**src/source/apb_pkg.sv**
```systemverilog
`default_nettype none

package apb_pkg;

	// bus widths on the peripheral side of the bridge
	localparam int APB_ADDR_W = 16;
	localparam int APB_DATA_W = 32;

	// --------------------------------------------------------------------------
	// request, master to slave
	typedef struct packed {
		logic                  psel;
		logic                  penable;
		logic                  pwrite;
		logic [APB_ADDR_W-1:0] paddr;
		logic [APB_DATA_W-1:0] pwdata;
	} apb_req_t;

	// response, slave to master
	// pready stays high, zero wait states
	typedef struct packed {
		logic [APB_DATA_W-1:0] prdata;
		logic                  pready;
		logic                  pslverr;
	} apb_rsp_t;

endpackage

`default_nettype wire

```
**src/source/clint_pkg.sv**
```systemverilog
`default_nettype none

package clint_pkg;

	// harts served by this block
	localparam int N_HARTS    = 2;
	localparam int HART_IDX_W = (N_HARTS > 1) ? $clog2(N_HARTS) : 1;

	// clk cycles per microsecond tick
	localparam int TICK_DIV   = 4;
	localparam int TICK_DIV_W = (TICK_DIV > 1) ? $clog2(TICK_DIV) : 1;
	localparam logic [TICK_DIV_W-1:0] TICK_LOAD = TICK_DIV_W'(TICK_DIV - 1);

	localparam int MTIME_W = 64;
	// no timer irq pending out of reset
	localparam logic [MTIME_W-1:0] MTIMECMP_RESET = '1;

	// --------------------------------------------------------------------------
	// register map, byte offsets
	localparam logic [15:0] REG_CTRL     = 16'h0000;
	localparam logic [15:0] REG_MTIME_LO = 16'h0008;
	localparam logic [15:0] REG_MTIME_HI = 16'h000c;
	localparam logic [15:0] HART_BASE    = 16'h0100;
	localparam logic [15:0] HART_STRIDE  = 16'h0010;
	localparam logic [15:0] HART_END     = 16'(HART_BASE + N_HARTS * HART_STRIDE);
	localparam int          HART_LSB     = $clog2(HART_STRIDE);
	localparam logic [15:0] HREG_MASK    = HART_STRIDE - 1'b1;
	// within one hart block
	localparam logic [15:0] HREG_MSIP    = 16'h0000;
	localparam logic [15:0] HREG_CMP_LO  = 16'h0008;
	localparam logic [15:0] HREG_CMP_HI  = 16'h000c;

	// --------------------------------------------------------------------------
	// strobes into one compare unit
	typedef struct packed {
		logic                           msip;
		logic                           cmp_lo;
		logic                           cmp_hi;
		logic [apb_pkg::APB_DATA_W-1:0] wdata;
	} hart_wr_t;

	// strobes into the timebase
	typedef struct packed {
		logic                           ctrl;
		logic                           lo;
		logic                           hi;
		logic [apb_pkg::APB_DATA_W-1:0] wdata;
	} tb_wr_t;

	// read source and word within it
	typedef enum logic [1:0] {SRC_NONE, SRC_CTRL, SRC_MTIME, SRC_HART} rd_src_e;
	typedef enum logic [1:0] {RSEL_BIT = 2'd0, RSEL_LO = 2'd2, RSEL_HI = 2'd3} rd_reg_e;

	typedef struct packed {
		rd_src_e               src;
		logic [HART_IDX_W-1:0] hart;
		rd_reg_e               sel;
	} rd_sel_t;

endpackage

`default_nettype wire

```
**src/source/clint_timebase.sv**
```systemverilog
`timescale 1ns/100ps
`default_nettype none

module clint_timebase (
	input  logic                          clk,
	input  logic                          rst_n,
	input  clint_pkg::tb_wr_t             i_wr,
	input  logic                          i_dbg_halt,
	output logic [clint_pkg::MTIME_W-1:0] o_mtime,
	output logic                          o_enable
);

	logic [clint_pkg::TICK_DIV_W-1:0] div_q;
	logic                             run;
	logic                             tick;

	// counting only while enabled and harts not halted
	assign run  = o_enable && !i_dbg_halt;
	assign tick = run && (div_q == '0);

	// --------------------------------------------------------------------------
	// enable bit and tick divider
	// ctrl write restarts the divider, first tick TICK_DIV cycles later
	always_ff @(posedge clk or negedge rst_n) begin
		if (!rst_n) begin
			o_enable <= 1'b0;
			div_q    <= clint_pkg::TICK_LOAD;
		end else if (i_wr.ctrl) begin
			o_enable <= i_wr.wdata[0];
			div_q    <= clint_pkg::TICK_LOAD;
		end else if (run) begin
			if (tick) begin
				div_q <= clint_pkg::TICK_LOAD;
			end else begin
				div_q <= div_q - 1'b1;
			end
		end
	end

	// --------------------------------------------------------------------------
	// mtime, bus writes beat the increment
	always_ff @(posedge clk or negedge rst_n) begin
		if (!rst_n) begin
			o_mtime <= '0;
		end else if (i_wr.lo) begin
			o_mtime[apb_pkg::APB_DATA_W-1:0] <= i_wr.wdata;
		end else if (i_wr.hi) begin
			o_mtime[clint_pkg::MTIME_W-1:apb_pkg::APB_DATA_W] <= i_wr.wdata;
		end else if (tick) begin
			// carry runs into the upper half
			o_mtime <= o_mtime + 1'b1;
		end
	end

endmodule

`default_nettype wire

```
**src/source/clint_hart_cmp.sv**
```systemverilog
`timescale 1ns/100ps
`default_nettype none

module clint_hart_cmp (
	input  logic                          clk,
	input  logic                          rst_n,
	input  clint_pkg::hart_wr_t           i_wr,
	input  logic [clint_pkg::MTIME_W-1:0] i_mtime,
	output logic [clint_pkg::MTIME_W-1:0] o_mtimecmp,
	output logic                          o_msip,
	output logic                          o_timer_irq
);

	// software irq bit, also the soft irq line
	always_ff @(posedge clk or negedge rst_n) begin
		if (!rst_n) begin
			o_msip <= 1'b0;
		end else if (i_wr.msip) begin
			o_msip <= i_wr.wdata[0];
		end
	end

	// mtimecmp halves written independently
	always_ff @(posedge clk or negedge rst_n) begin
		if (!rst_n) begin
			o_mtimecmp <= clint_pkg::MTIMECMP_RESET;
		end else if (i_wr.cmp_lo) begin
			o_mtimecmp[apb_pkg::APB_DATA_W-1:0] <= i_wr.wdata;
		end else if (i_wr.cmp_hi) begin
			o_mtimecmp[clint_pkg::MTIME_W-1:apb_pkg::APB_DATA_W] <= i_wr.wdata;
		end
	end

	// timer irq, compare registered once
	always_ff @(posedge clk or negedge rst_n) begin
		if (!rst_n) begin
			o_timer_irq <= 1'b0;
		end else begin
			o_timer_irq <= (i_mtime >= o_mtimecmp);
		end
	end

endmodule

`default_nettype wire

```
**src/source/clint_apb_decode.sv**
```systemverilog
`timescale 1ns/100ps
`default_nettype none

module clint_apb_decode (
	input  logic                                         clk,
	input  logic                                         rst_n,
	input  apb_pkg::apb_req_t                            i_apb,
	output clint_pkg::tb_wr_t                            o_tb_wr,
	output clint_pkg::hart_wr_t [clint_pkg::N_HARTS-1:0] o_hart_wr,
	output clint_pkg::rd_sel_t                           o_rd_sel,
	output logic                                         o_err
);

	logic                             setup_q;
	logic                             access;
	logic                             in_hart;
	logic [15:0]                      hart_off;
	logic [15:0]                      hreg_off;
	logic [clint_pkg::HART_IDX_W-1:0] hart_idx;

	// access phase only counts after a setup phase
	always_ff @(posedge clk or negedge rst_n) begin
		if (!rst_n) begin
			setup_q <= 1'b0;
		end else begin
			setup_q <= i_apb.psel && !i_apb.penable;
		end
	end

	assign access = i_apb.psel && i_apb.penable && setup_q;

	// hart blocks, index and offset within block
	assign hart_off = i_apb.paddr - clint_pkg::HART_BASE;
	assign hart_idx = hart_off[clint_pkg::HART_LSB +: clint_pkg::HART_IDX_W];
	assign hreg_off = hart_off & clint_pkg::HREG_MASK;
	// hart index >= N_HARTS falls outside this range
	assign in_hart  = (i_apb.paddr >= clint_pkg::HART_BASE) &&
		(i_apb.paddr < clint_pkg::HART_END);

	// --------------------------------------------------------------------------
	// one strobe per write, one selection per read
	always_comb begin
		o_tb_wr       = '0;
		o_tb_wr.wdata = i_apb.pwdata;
		for (int h = 0; h < clint_pkg::N_HARTS; h++) begin
			o_hart_wr[h]       = '0;
			o_hart_wr[h].wdata = i_apb.pwdata;
		end
		o_rd_sel = '0;
		o_err    = 1'b0;
		if (access) begin
			if (i_apb.paddr == clint_pkg::REG_CTRL) begin
				o_tb_wr.ctrl = i_apb.pwrite;
				o_rd_sel.src = clint_pkg::SRC_CTRL;
			end else if (i_apb.paddr == clint_pkg::REG_MTIME_LO) begin
				o_tb_wr.lo   = i_apb.pwrite;
				o_rd_sel.src = clint_pkg::SRC_MTIME;
				o_rd_sel.sel = clint_pkg::RSEL_LO;
			end else if (i_apb.paddr == clint_pkg::REG_MTIME_HI) begin
				o_tb_wr.hi   = i_apb.pwrite;
				o_rd_sel.src = clint_pkg::SRC_MTIME;
				o_rd_sel.sel = clint_pkg::RSEL_HI;
			end else if (in_hart && hreg_off == clint_pkg::HREG_MSIP) begin
				o_hart_wr[hart_idx].msip = i_apb.pwrite;
				o_rd_sel.src             = clint_pkg::SRC_HART;
				o_rd_sel.sel             = clint_pkg::RSEL_BIT;
			end else if (in_hart && hreg_off == clint_pkg::HREG_CMP_LO) begin
				o_hart_wr[hart_idx].cmp_lo = i_apb.pwrite;
				o_rd_sel.src               = clint_pkg::SRC_HART;
				o_rd_sel.sel               = clint_pkg::RSEL_LO;
			end else if (in_hart && hreg_off == clint_pkg::HREG_CMP_HI) begin
				o_hart_wr[hart_idx].cmp_hi = i_apb.pwrite;
				o_rd_sel.src               = clint_pkg::SRC_HART;
				o_rd_sel.sel               = clint_pkg::RSEL_HI;
			end else begin
				// unmapped, nothing written
				o_err = 1'b1;
			end
			o_rd_sel.hart = hart_idx;
			// writes return no data
			if (i_apb.pwrite) begin
				o_rd_sel.src = clint_pkg::SRC_NONE;
			end
		end
	end

endmodule

`default_nettype wire

```
**src/source/clint_read_mux.sv**
```systemverilog
`timescale 1ns/100ps
`default_nettype none

module clint_read_mux (
	input  clint_pkg::rd_sel_t                                    i_rd_sel,
	input  logic                                                  i_err,
	input  logic                                                  i_enable,
	input  logic [clint_pkg::MTIME_W-1:0]                         i_mtime,
	input  logic [clint_pkg::N_HARTS-1:0][clint_pkg::MTIME_W-1:0] i_mtimecmp,
	input  logic [clint_pkg::N_HARTS-1:0]                         i_msip,
	output apb_pkg::apb_rsp_t                                     o_apb
);

	logic [clint_pkg::MTIME_W-1:0]    cmp_sel;
	logic [apb_pkg::APB_DATA_W-1:0]   word;

	// selected hart's compare value
	assign cmp_sel = i_mtimecmp[i_rd_sel.hart];

	// zero unless a read access selects something
	always_comb begin
		word = '0;
		case (i_rd_sel.src)
			clint_pkg::SRC_CTRL: word = {{(apb_pkg::APB_DATA_W-1){1'b0}}, i_enable};
			clint_pkg::SRC_MTIME: begin
				if (i_rd_sel.sel == clint_pkg::RSEL_HI) begin
					word = i_mtime[clint_pkg::MTIME_W-1:apb_pkg::APB_DATA_W];
				end else begin
					word = i_mtime[apb_pkg::APB_DATA_W-1:0];
				end
			end
			clint_pkg::SRC_HART: begin
				if (i_rd_sel.sel == clint_pkg::RSEL_BIT) begin
					word = {{(apb_pkg::APB_DATA_W-1){1'b0}}, i_msip[i_rd_sel.hart]};
				end else if (i_rd_sel.sel == clint_pkg::RSEL_HI) begin
					word = cmp_sel[clint_pkg::MTIME_W-1:apb_pkg::APB_DATA_W];
				end else begin
					word = cmp_sel[apb_pkg::APB_DATA_W-1:0];
				end
			end
			default: word = '0;
		endcase
	end

	// never stalls
	assign o_apb.prdata  = word;
	assign o_apb.pready  = 1'b1;
	assign o_apb.pslverr = i_err;

endmodule

`default_nettype wire

```
**src/source/clint_top.sv**
```systemverilog
`timescale 1ns/100ps
`default_nettype none

module clint_top (
	input  logic                           clk,
	input  logic                           rst_n,
	input  apb_pkg::apb_req_t              i_apb,
	input  logic                           i_dbg_halt,
	output apb_pkg::apb_rsp_t              o_apb,
	output logic [clint_pkg::N_HARTS-1:0]  o_timer_irq,
	output logic [clint_pkg::N_HARTS-1:0]  o_soft_irq
);

	clint_pkg::tb_wr_t                             tb_wr;
	clint_pkg::hart_wr_t [clint_pkg::N_HARTS-1:0]  hart_wr;
	clint_pkg::rd_sel_t                            rd_sel;
	logic                                          dec_err;
	logic                                          enable;
	logic [clint_pkg::MTIME_W-1:0]                 mtime;
	logic [clint_pkg::N_HARTS-1:0][clint_pkg::MTIME_W-1:0] mtimecmp;

	// --------------------------------------------------------------------------
	// address decode, only place paddr is looked at
	clint_apb_decode decode_u (
		.clk       (clk),
		.rst_n     (rst_n),
		.i_apb     (i_apb),
		.o_tb_wr   (tb_wr),
		.o_hart_wr (hart_wr),
		.o_rd_sel  (rd_sel),
		.o_err     (dec_err)
	);

	// shared microsecond count
	clint_timebase timebase_u (
		.clk        (clk),
		.rst_n      (rst_n),
		.i_wr       (tb_wr),
		.i_dbg_halt (i_dbg_halt),
		.o_mtime    (mtime),
		.o_enable   (enable)
	);

	// one compare unit per hart
	// msip goes straight out as the soft irq
	for (genvar h = 0; h < clint_pkg::N_HARTS; h++) begin : g_hart
		clint_hart_cmp cmp_u (
			.clk         (clk),
			.rst_n       (rst_n),
			.i_wr        (hart_wr[h]),
			.i_mtime     (mtime),
			.o_mtimecmp  (mtimecmp[h]),
			.o_msip      (o_soft_irq[h]),
			.o_timer_irq (o_timer_irq[h])
		);
	end

	// read data back onto the bus
	clint_read_mux read_mux_u (
		.i_rd_sel   (rd_sel),
		.i_err      (dec_err),
		.i_enable   (enable),
		.i_mtime    (mtime),
		.i_mtimecmp (mtimecmp),
		.i_msip     (o_soft_irq),
		.o_apb      (o_apb)
	);

endmodule

`default_nettype wire

```
**config.mk**
```make
export PLATFORM = sky130hd
export DESIGN_NAME = clint_top
export DESIGN_NICKNAME = d
export VERILOG_FILES = /design/src/source/apb_pkg.sv /design/src/source/clint_pkg.sv /design/src/source/clint_timebase.sv /design/src/source/clint_hart_cmp.sv /design/src/source/clint_apb_decode.sv /design/src/source/clint_read_mux.sv /design/src/source/clint_top.sv
export SDC_FILE = /design/constraint.sdc
export NUM_CORES = 1
export LEC_CHECK = 0
export BUFFER_PORTS_ARGS = -buffer_cell sky130_fd_sc_hd__buf_2
export CORE_ASPECT_RATIO = 0.7
export CORE_MARGIN = 8
export CORE_UTILIZATION = 32
export DETAILED_ROUTE_END_ITERATION = 8
export PLACE_DENSITY_LB_ADDON = 0.1
export SLEW_MARGIN = 20
export SYNTH_ARGS = -nofsm -noshare
export SYNTH_HDL_FRONTEND = slang
export SYNTH_SLANG_ARGS = --single-unit
```
**constraint.sdc**
```tcl
create_clock -name clk -period 3 [get_ports clk]
set_clock_uncertainty 0.15 [all_clocks]
set_input_delay 0 -clock clk [delete_from_list [all_inputs] [get_ports clk]]
set_output_delay 0 -clock clk [all_outputs]
set_load 0.01 [all_outputs]
```
# --- Word level (Yosys, flattened, before mapping) ---
# Index checks and enable logic that the tools add are counted.
classes:
  n_eq_ne: 9
  add_sub_neg: 3
  n_bitwise: 3
  n_lt_le_gt_ge: 7
  n_mux: 57
  reduce_logical: 23
op_table:
  columns: ["operator", "n"]
  rows:
  - ["$mux W70", 7]
  - ["$bwmux W70", 3]
  - ["$mux W32", 6]
  - ["$mux W64", 3]
  - ["$ge A64 B64 Y1", 2]
  - ["$demux W35 S1", 3]
  - ["$pmux W32 S3", 1]
  - ["$add A64 B1 Y64 const B", 1]
  - ["$mux W35", 1]
  - ["$mux W34", 1]
  - ["$mux W33", 1]
  - ["$eq A16 B4 Y1 const B", 2]
  - ["$logic_not A16 Y1", 2]
  - ["$mux W2", 16]
  - ["$ge A16 B9 Y1 const B", 1]
  - ["$lt A16 B9 Y1 const B", 1]
  - ["$mux W1", 13]
  - ["$logic_and A1 B1 Y1", 10]
  - ["$eq A4 B4 Y1 const B", 2]
  - ["$reduce_and A2 Y1", 4]
  - ["$eq A2 B2 Y1 const B", 3]
  - ["$reduce_bool A2 Y1", 3]
  - ["$mux W5", 1]
  - ["$sub A5 B1 Y5 const B", 1]
  - ["other kinds (9)", 14]
totals:
  in_bits: 54
  wordCells: 115
  ff_bits: 200

# --- Longest topological paths before layout ---
depth:
  word_depth: 16
  ltp_mapped: 11
  depth_no_buf: 9

# --- Modules after synthesis ---
# From an unflattened synthesis, not the netlist that was laid out.
unflattened:
  cells_unflattened: 1646
  area_unflattened_um2: 14838.0
by_module_without_submodules:
  columns: ["module", "cells_each", "seq_area_each_um2", "area_each_um2", "n_inst"]
  rows:
  - ["clint_hart_cmp", 430, 1731.7, 3996.3, 2]
  - ["clint_timebase", 522, 1679.1, 4267.8, 1]
  - ["clint_read_mux", 124, 0.0, 1540.2, 1]
  - ["clint_apb_decode", 140, 25.0, 1037.2, 1]

# --- Worst setup path after synthesis ---
# Ideal clock, no wire load.
synth_path:
  path_kind: "register to register"
  from: "reg g_hart[1].cmp_u.o_mtimecmp[63] (netlist name)"
  to: "reg g_hart[1].cmp_u.o_timer_irq"
  t_arrival_ns: 2.106
  n_path_buf: 0
  required_ns: 2.740
  path_slack_ns: 0.634
  stages_incl_launch_ff: 8
  synth_period_minus_slack_ns: 2.366
  cell_sequence: "dfstp_2 -> inv_1 -> ha_1 -> nand3_1 -> nor4_1 -> nand4_1 -> or4_1 -> o41ai_1"
synth_between:
  elab_chain_cells: 1
synth_rtl:
  columns: ["element", "line_no", "text"]
  rows:
  - ["start: declaration", "clint_hart_cmp.sv:9", "output logic [clint_pkg::MTIME_W-1:0] o_mtimecmp,"]
  - ["start signal: assignment", "clint_hart_cmp.sv:26", "o_mtimecmp <= clint_pkg::MTIMECMP_RESET;"]
  - ["start signal: indexed assignment", "clint_hart_cmp.sv:28", "o_mtimecmp[apb_pkg::APB_DATA_W-1:0] <= i_wr.wdata;"]
  - ["start signal: indexed assignment", "clint_hart_cmp.sv:30", "o_mtimecmp[clint_pkg::MTIME_W-1:apb_pkg::APB_DATA_W] <= i_wr.wdata;"]
  - ["$ge A64 B64 Y1", "clint_hart_cmp.sv:39", "o_timer_irq <= (i_mtime >= o_mtimecmp);"]
  - ["end signal: assignment", "clint_hart_cmp.sv:39", null]
  - ["end: declaration", "clint_hart_cmp.sv:11", "output logic o_timer_irq"]
# No other way between the ends.
# A chain may end at the register's enable or synchronous reset.

# --- Final worst setup path ---
layout_path:
  from: "reg g_hart[1].cmp_u.o_mtimecmp[43] (netlist name)"
  to: "reg g_hart[1].cmp_u.o_timer_irq"
# The elaborated chain is that of the path after synthesis.

==> impl_metrics.toml <==
[pwr]
leakage_nw = 7.77
powerDensity_nw_per_um2 = 330
p_sw_share_pct = 24.8
ir_worst_vdd_mv = 0.423
switchingPower_mw = 1.30
p_int_mw = 3.95
pwr-share-comb_pct = 4.5
power_frac_seq_pct = 51.5
clkPwrFrac_pct = 44.1

[run]
drv_cap = 0

[critical_path]
cp_max_fo = 2
critical_path_class = "reg -> reg"
startpoint_type = "flop"
required_ns = 3.17
crit_path_end_kind = "flop"
cp.arrival_ns = 3.03

[synth]
synth_top_cell_by_area = "dfstp_2"
synth_fp_nets = 1692
synthesis.area_sq_um = 13600
yosys_warnings = 0
ys.flop_type = "dfstp_2"
synth_edf_count = 0
ys_types = 75
yosys_register_bits = 200
syn-instance-count = 1508
synth_top_area_share_pct = 25.1
synthArstFlopShare_pct = 100
synth_area_per_cell_sq_um = 9.03
synth_area_leaders = "dfstp_2, dfrtp_1, ha_1"
yosysSeqAreaShare_pct = 37.9

[global_route]
gr-usage-all-layers_pct = 18.7
grt_pass1_vias = 11326
grt_pass1_wl_mm = 71.7
antenna_found_initial = 0
grt_max_degree = 80
gr-total-overflow = 0

[clock_network]
clock_latency_ns = 0.46
cts_tree = "built"
cts_root_buf = "clkbuf_16"
clkSlewWorstSetupHoldPaths_ns = 0.08
cts_made_buffers = 17
postCtsSetupBuffers = 0
clk_path_buf_depth = 2
cts_htree_levels = 4
cts.sinks = 200

[die]
ios = 92
fp.dieH_microns = 189
row_count = 63
die_x_microns = 263
start_util_pct = 32.3
die-area_sq_um = 49500
fp.coreArea_sq_um = 42200

[placement]
numPortBuffers = 90
finalWeightedCongestion = 0.832
dp_slack_ns = 0.159
dp_hpwl_mm = 34.8

[layout]
final_common_cell = "nand2_1"
nFillCells = 4245
drive_gt1_share_pct = 24.5
n_antenna_cell = 0
area_growth_pct = 16.9
final_cell_mix = "nand2_1, o21ai_0, inv_1"
nets = 1821

[detailed_routing]
drtIter0Drc = 803
via_per_inst = 5.26
num_vias = 11573
wirelength_mm = 46.6
avgRoutedWirePerCell_microns = 21.2
route.detailed.drc = 0
first_pass_iters = 5
antenna_left = 0

[timing]
holdWs_ns = 0.0353
min_period_ns = 2.86
layout_worst_path_cycle_share_pct = 95.2
setup_ws_ns = 0.144
finalHoldViolCount = 0
drv_slew = 0
setup_viol = 0
slew_headroom_pct = 49.5
worst_slew_pin_slew_ns = 0.758
rsz0062_at_grt = "false"
clock.fmax_mhz = 350
tns_ns = 0

[hold_path]
hp-class = "in -> async"

[outcome]
status = "finished, final reports clean"
==> logic make-up (layout without fill, tap and decap cells) <==
group	Yosys count	after routing	synth area share, %
adder cells (fa/ha/maj)	130	130	11.9
XOR/XNOR	42	42	2.70
flip-flops	200	200	37.9
AND/OR/NAND/NOR	430	430	15.5
AO/OA/AOI/OAI	389	389	17.3
buffers and inverters	211	353	6.12
other	1	1	0.0275
multiplexers	105	105	8.45
==> power groups by stage <==
stage	clock network (mW)	registers, mW	logic, mW
detailed placement	0	2.75	0.199
floorplan	0	2.75	0.0308
CTS	2.40	2.70	0.241
global route	2.49	2.70	0.260
global placement	0	2.75	0.198
finish	2.32	2.70	0.236
==> cell usage after synthesis (4+ instances only) <==
library cell  number
buf_4              7
nand3_1           40
o211ai_1          47
buf_1              9
xnor2_1           12
and4_1             6
xor2_1            30
a211oi_1          13
nor4_1            13
mux2_2            70
inv_1            136
nand2b_1           5
nor2b_1            4
mux2i_1           34
clkbuf_1          47
nand2_1          197
and2_1             4
nand4_1           38
o311ai_0           7
dfrtp_1           70
nor2_1            66
a21oi_1           72
a21o_1            13
buf_2             12
dfstp_2          130
and3_1            19
o21ai_0          160
nor3_1             9
o22ai_1           36
ha_1             130
a2111oi_0          4
==> registers in the layout (all words and copies together) (netlist names) <==
name,count
g_hart.cmp_u.o_timer_irq,2
timebase_u.o_enable,1
g_hart.cmp_u.o_msip,2
timebase_u.div_q,2
timebase_u.o_mtime,64
decode_u.setup_q,1
g_hart.cmp_u.o_mtimecmp,128
==> repair_timing <==
action | CTS | global route
hold buffers | 42 | 0
resized for setup | 0 | 0
endpoints found under the hold margin | 272 | 0
==> through the flow <==
stage          cell area (sq um)  power [mW]  instances  utilization, %
2_1_floorplan              13600        2.78       1508               -
3_3_place_gp               14900        2.95       2128            35.4
3_5_place_dp               14900        2.95       2128            35.4
4_1_cts                    15900        5.34       2202            37.7
5_1_grt                    15900        5.45       2202            37.7
6_report                   15900        5.26       2202            37.7
==> worst max-delay path, stage by stage (launching register included) <==
cell	delay, ns
dfstp_2	0.53
inv_1	0.07
ha_1	0.29
a2111oi_0	0.42
o21ai_0	0.16
a31o_2	0.27
a21oi_1	0.15
o22ai_1	0.12
nor4_1	0.39
o41ai_1	0.15
==> worst paths after layout <==
path                       slack, ns                      startpoint  cells after the start                        endpoint
setup / recovery                0.14  g_hart[1].cmp_u.o_mtimecmp[43]                      9     g_hart[1].cmp_u.o_timer_irq
hold / removal                  0.04                           rst_n                      2          timebase_u.o_mtime[18]
setup reg to reg                0.14  g_hart[1].cmp_u.o_mtimecmp[43]                      9     g_hart[1].cmp_u.o_timer_irq
hold reg to reg                 0.36             timebase_u.div_q[1]                      2             timebase_u.div_q[1]
max in group asynchronous       1.75                           rst_n                      3  g_hart[0].cmp_u.o_mtimecmp[31]
min in group clk                0.08                       i_apb[40]                      6  g_hart[1].cmp_u.o_mtimecmp[28]
==> per-layer routing <==
layer / track usage (%) / vias up / routed length [microns]
met3: 3.69 / 24 / 2070
met5: 0 / - / 0
met2: 25.6 / 240 / 18200
li1: - / 5640 / -
met1: 29.7 / 5669 / 25900
met4: 3.14 / 0 / 437
==> final cells by class <==
type / instances / area (sq um) / share of cell area [%]
timing repair buffer: 185 / 1340 / 8.42
clock inverter: 11 / 101 / 0.637
tap: 552 / 691 / 4.34
inverter: 136 / 510 / 3.21
multi-input combinational: 1097 / 7650 / 48.1
clock buffer: 21 / 450 / 2.83
sequential: 200 / 5170 / 32.5
(Power assumes the default switching activity.)
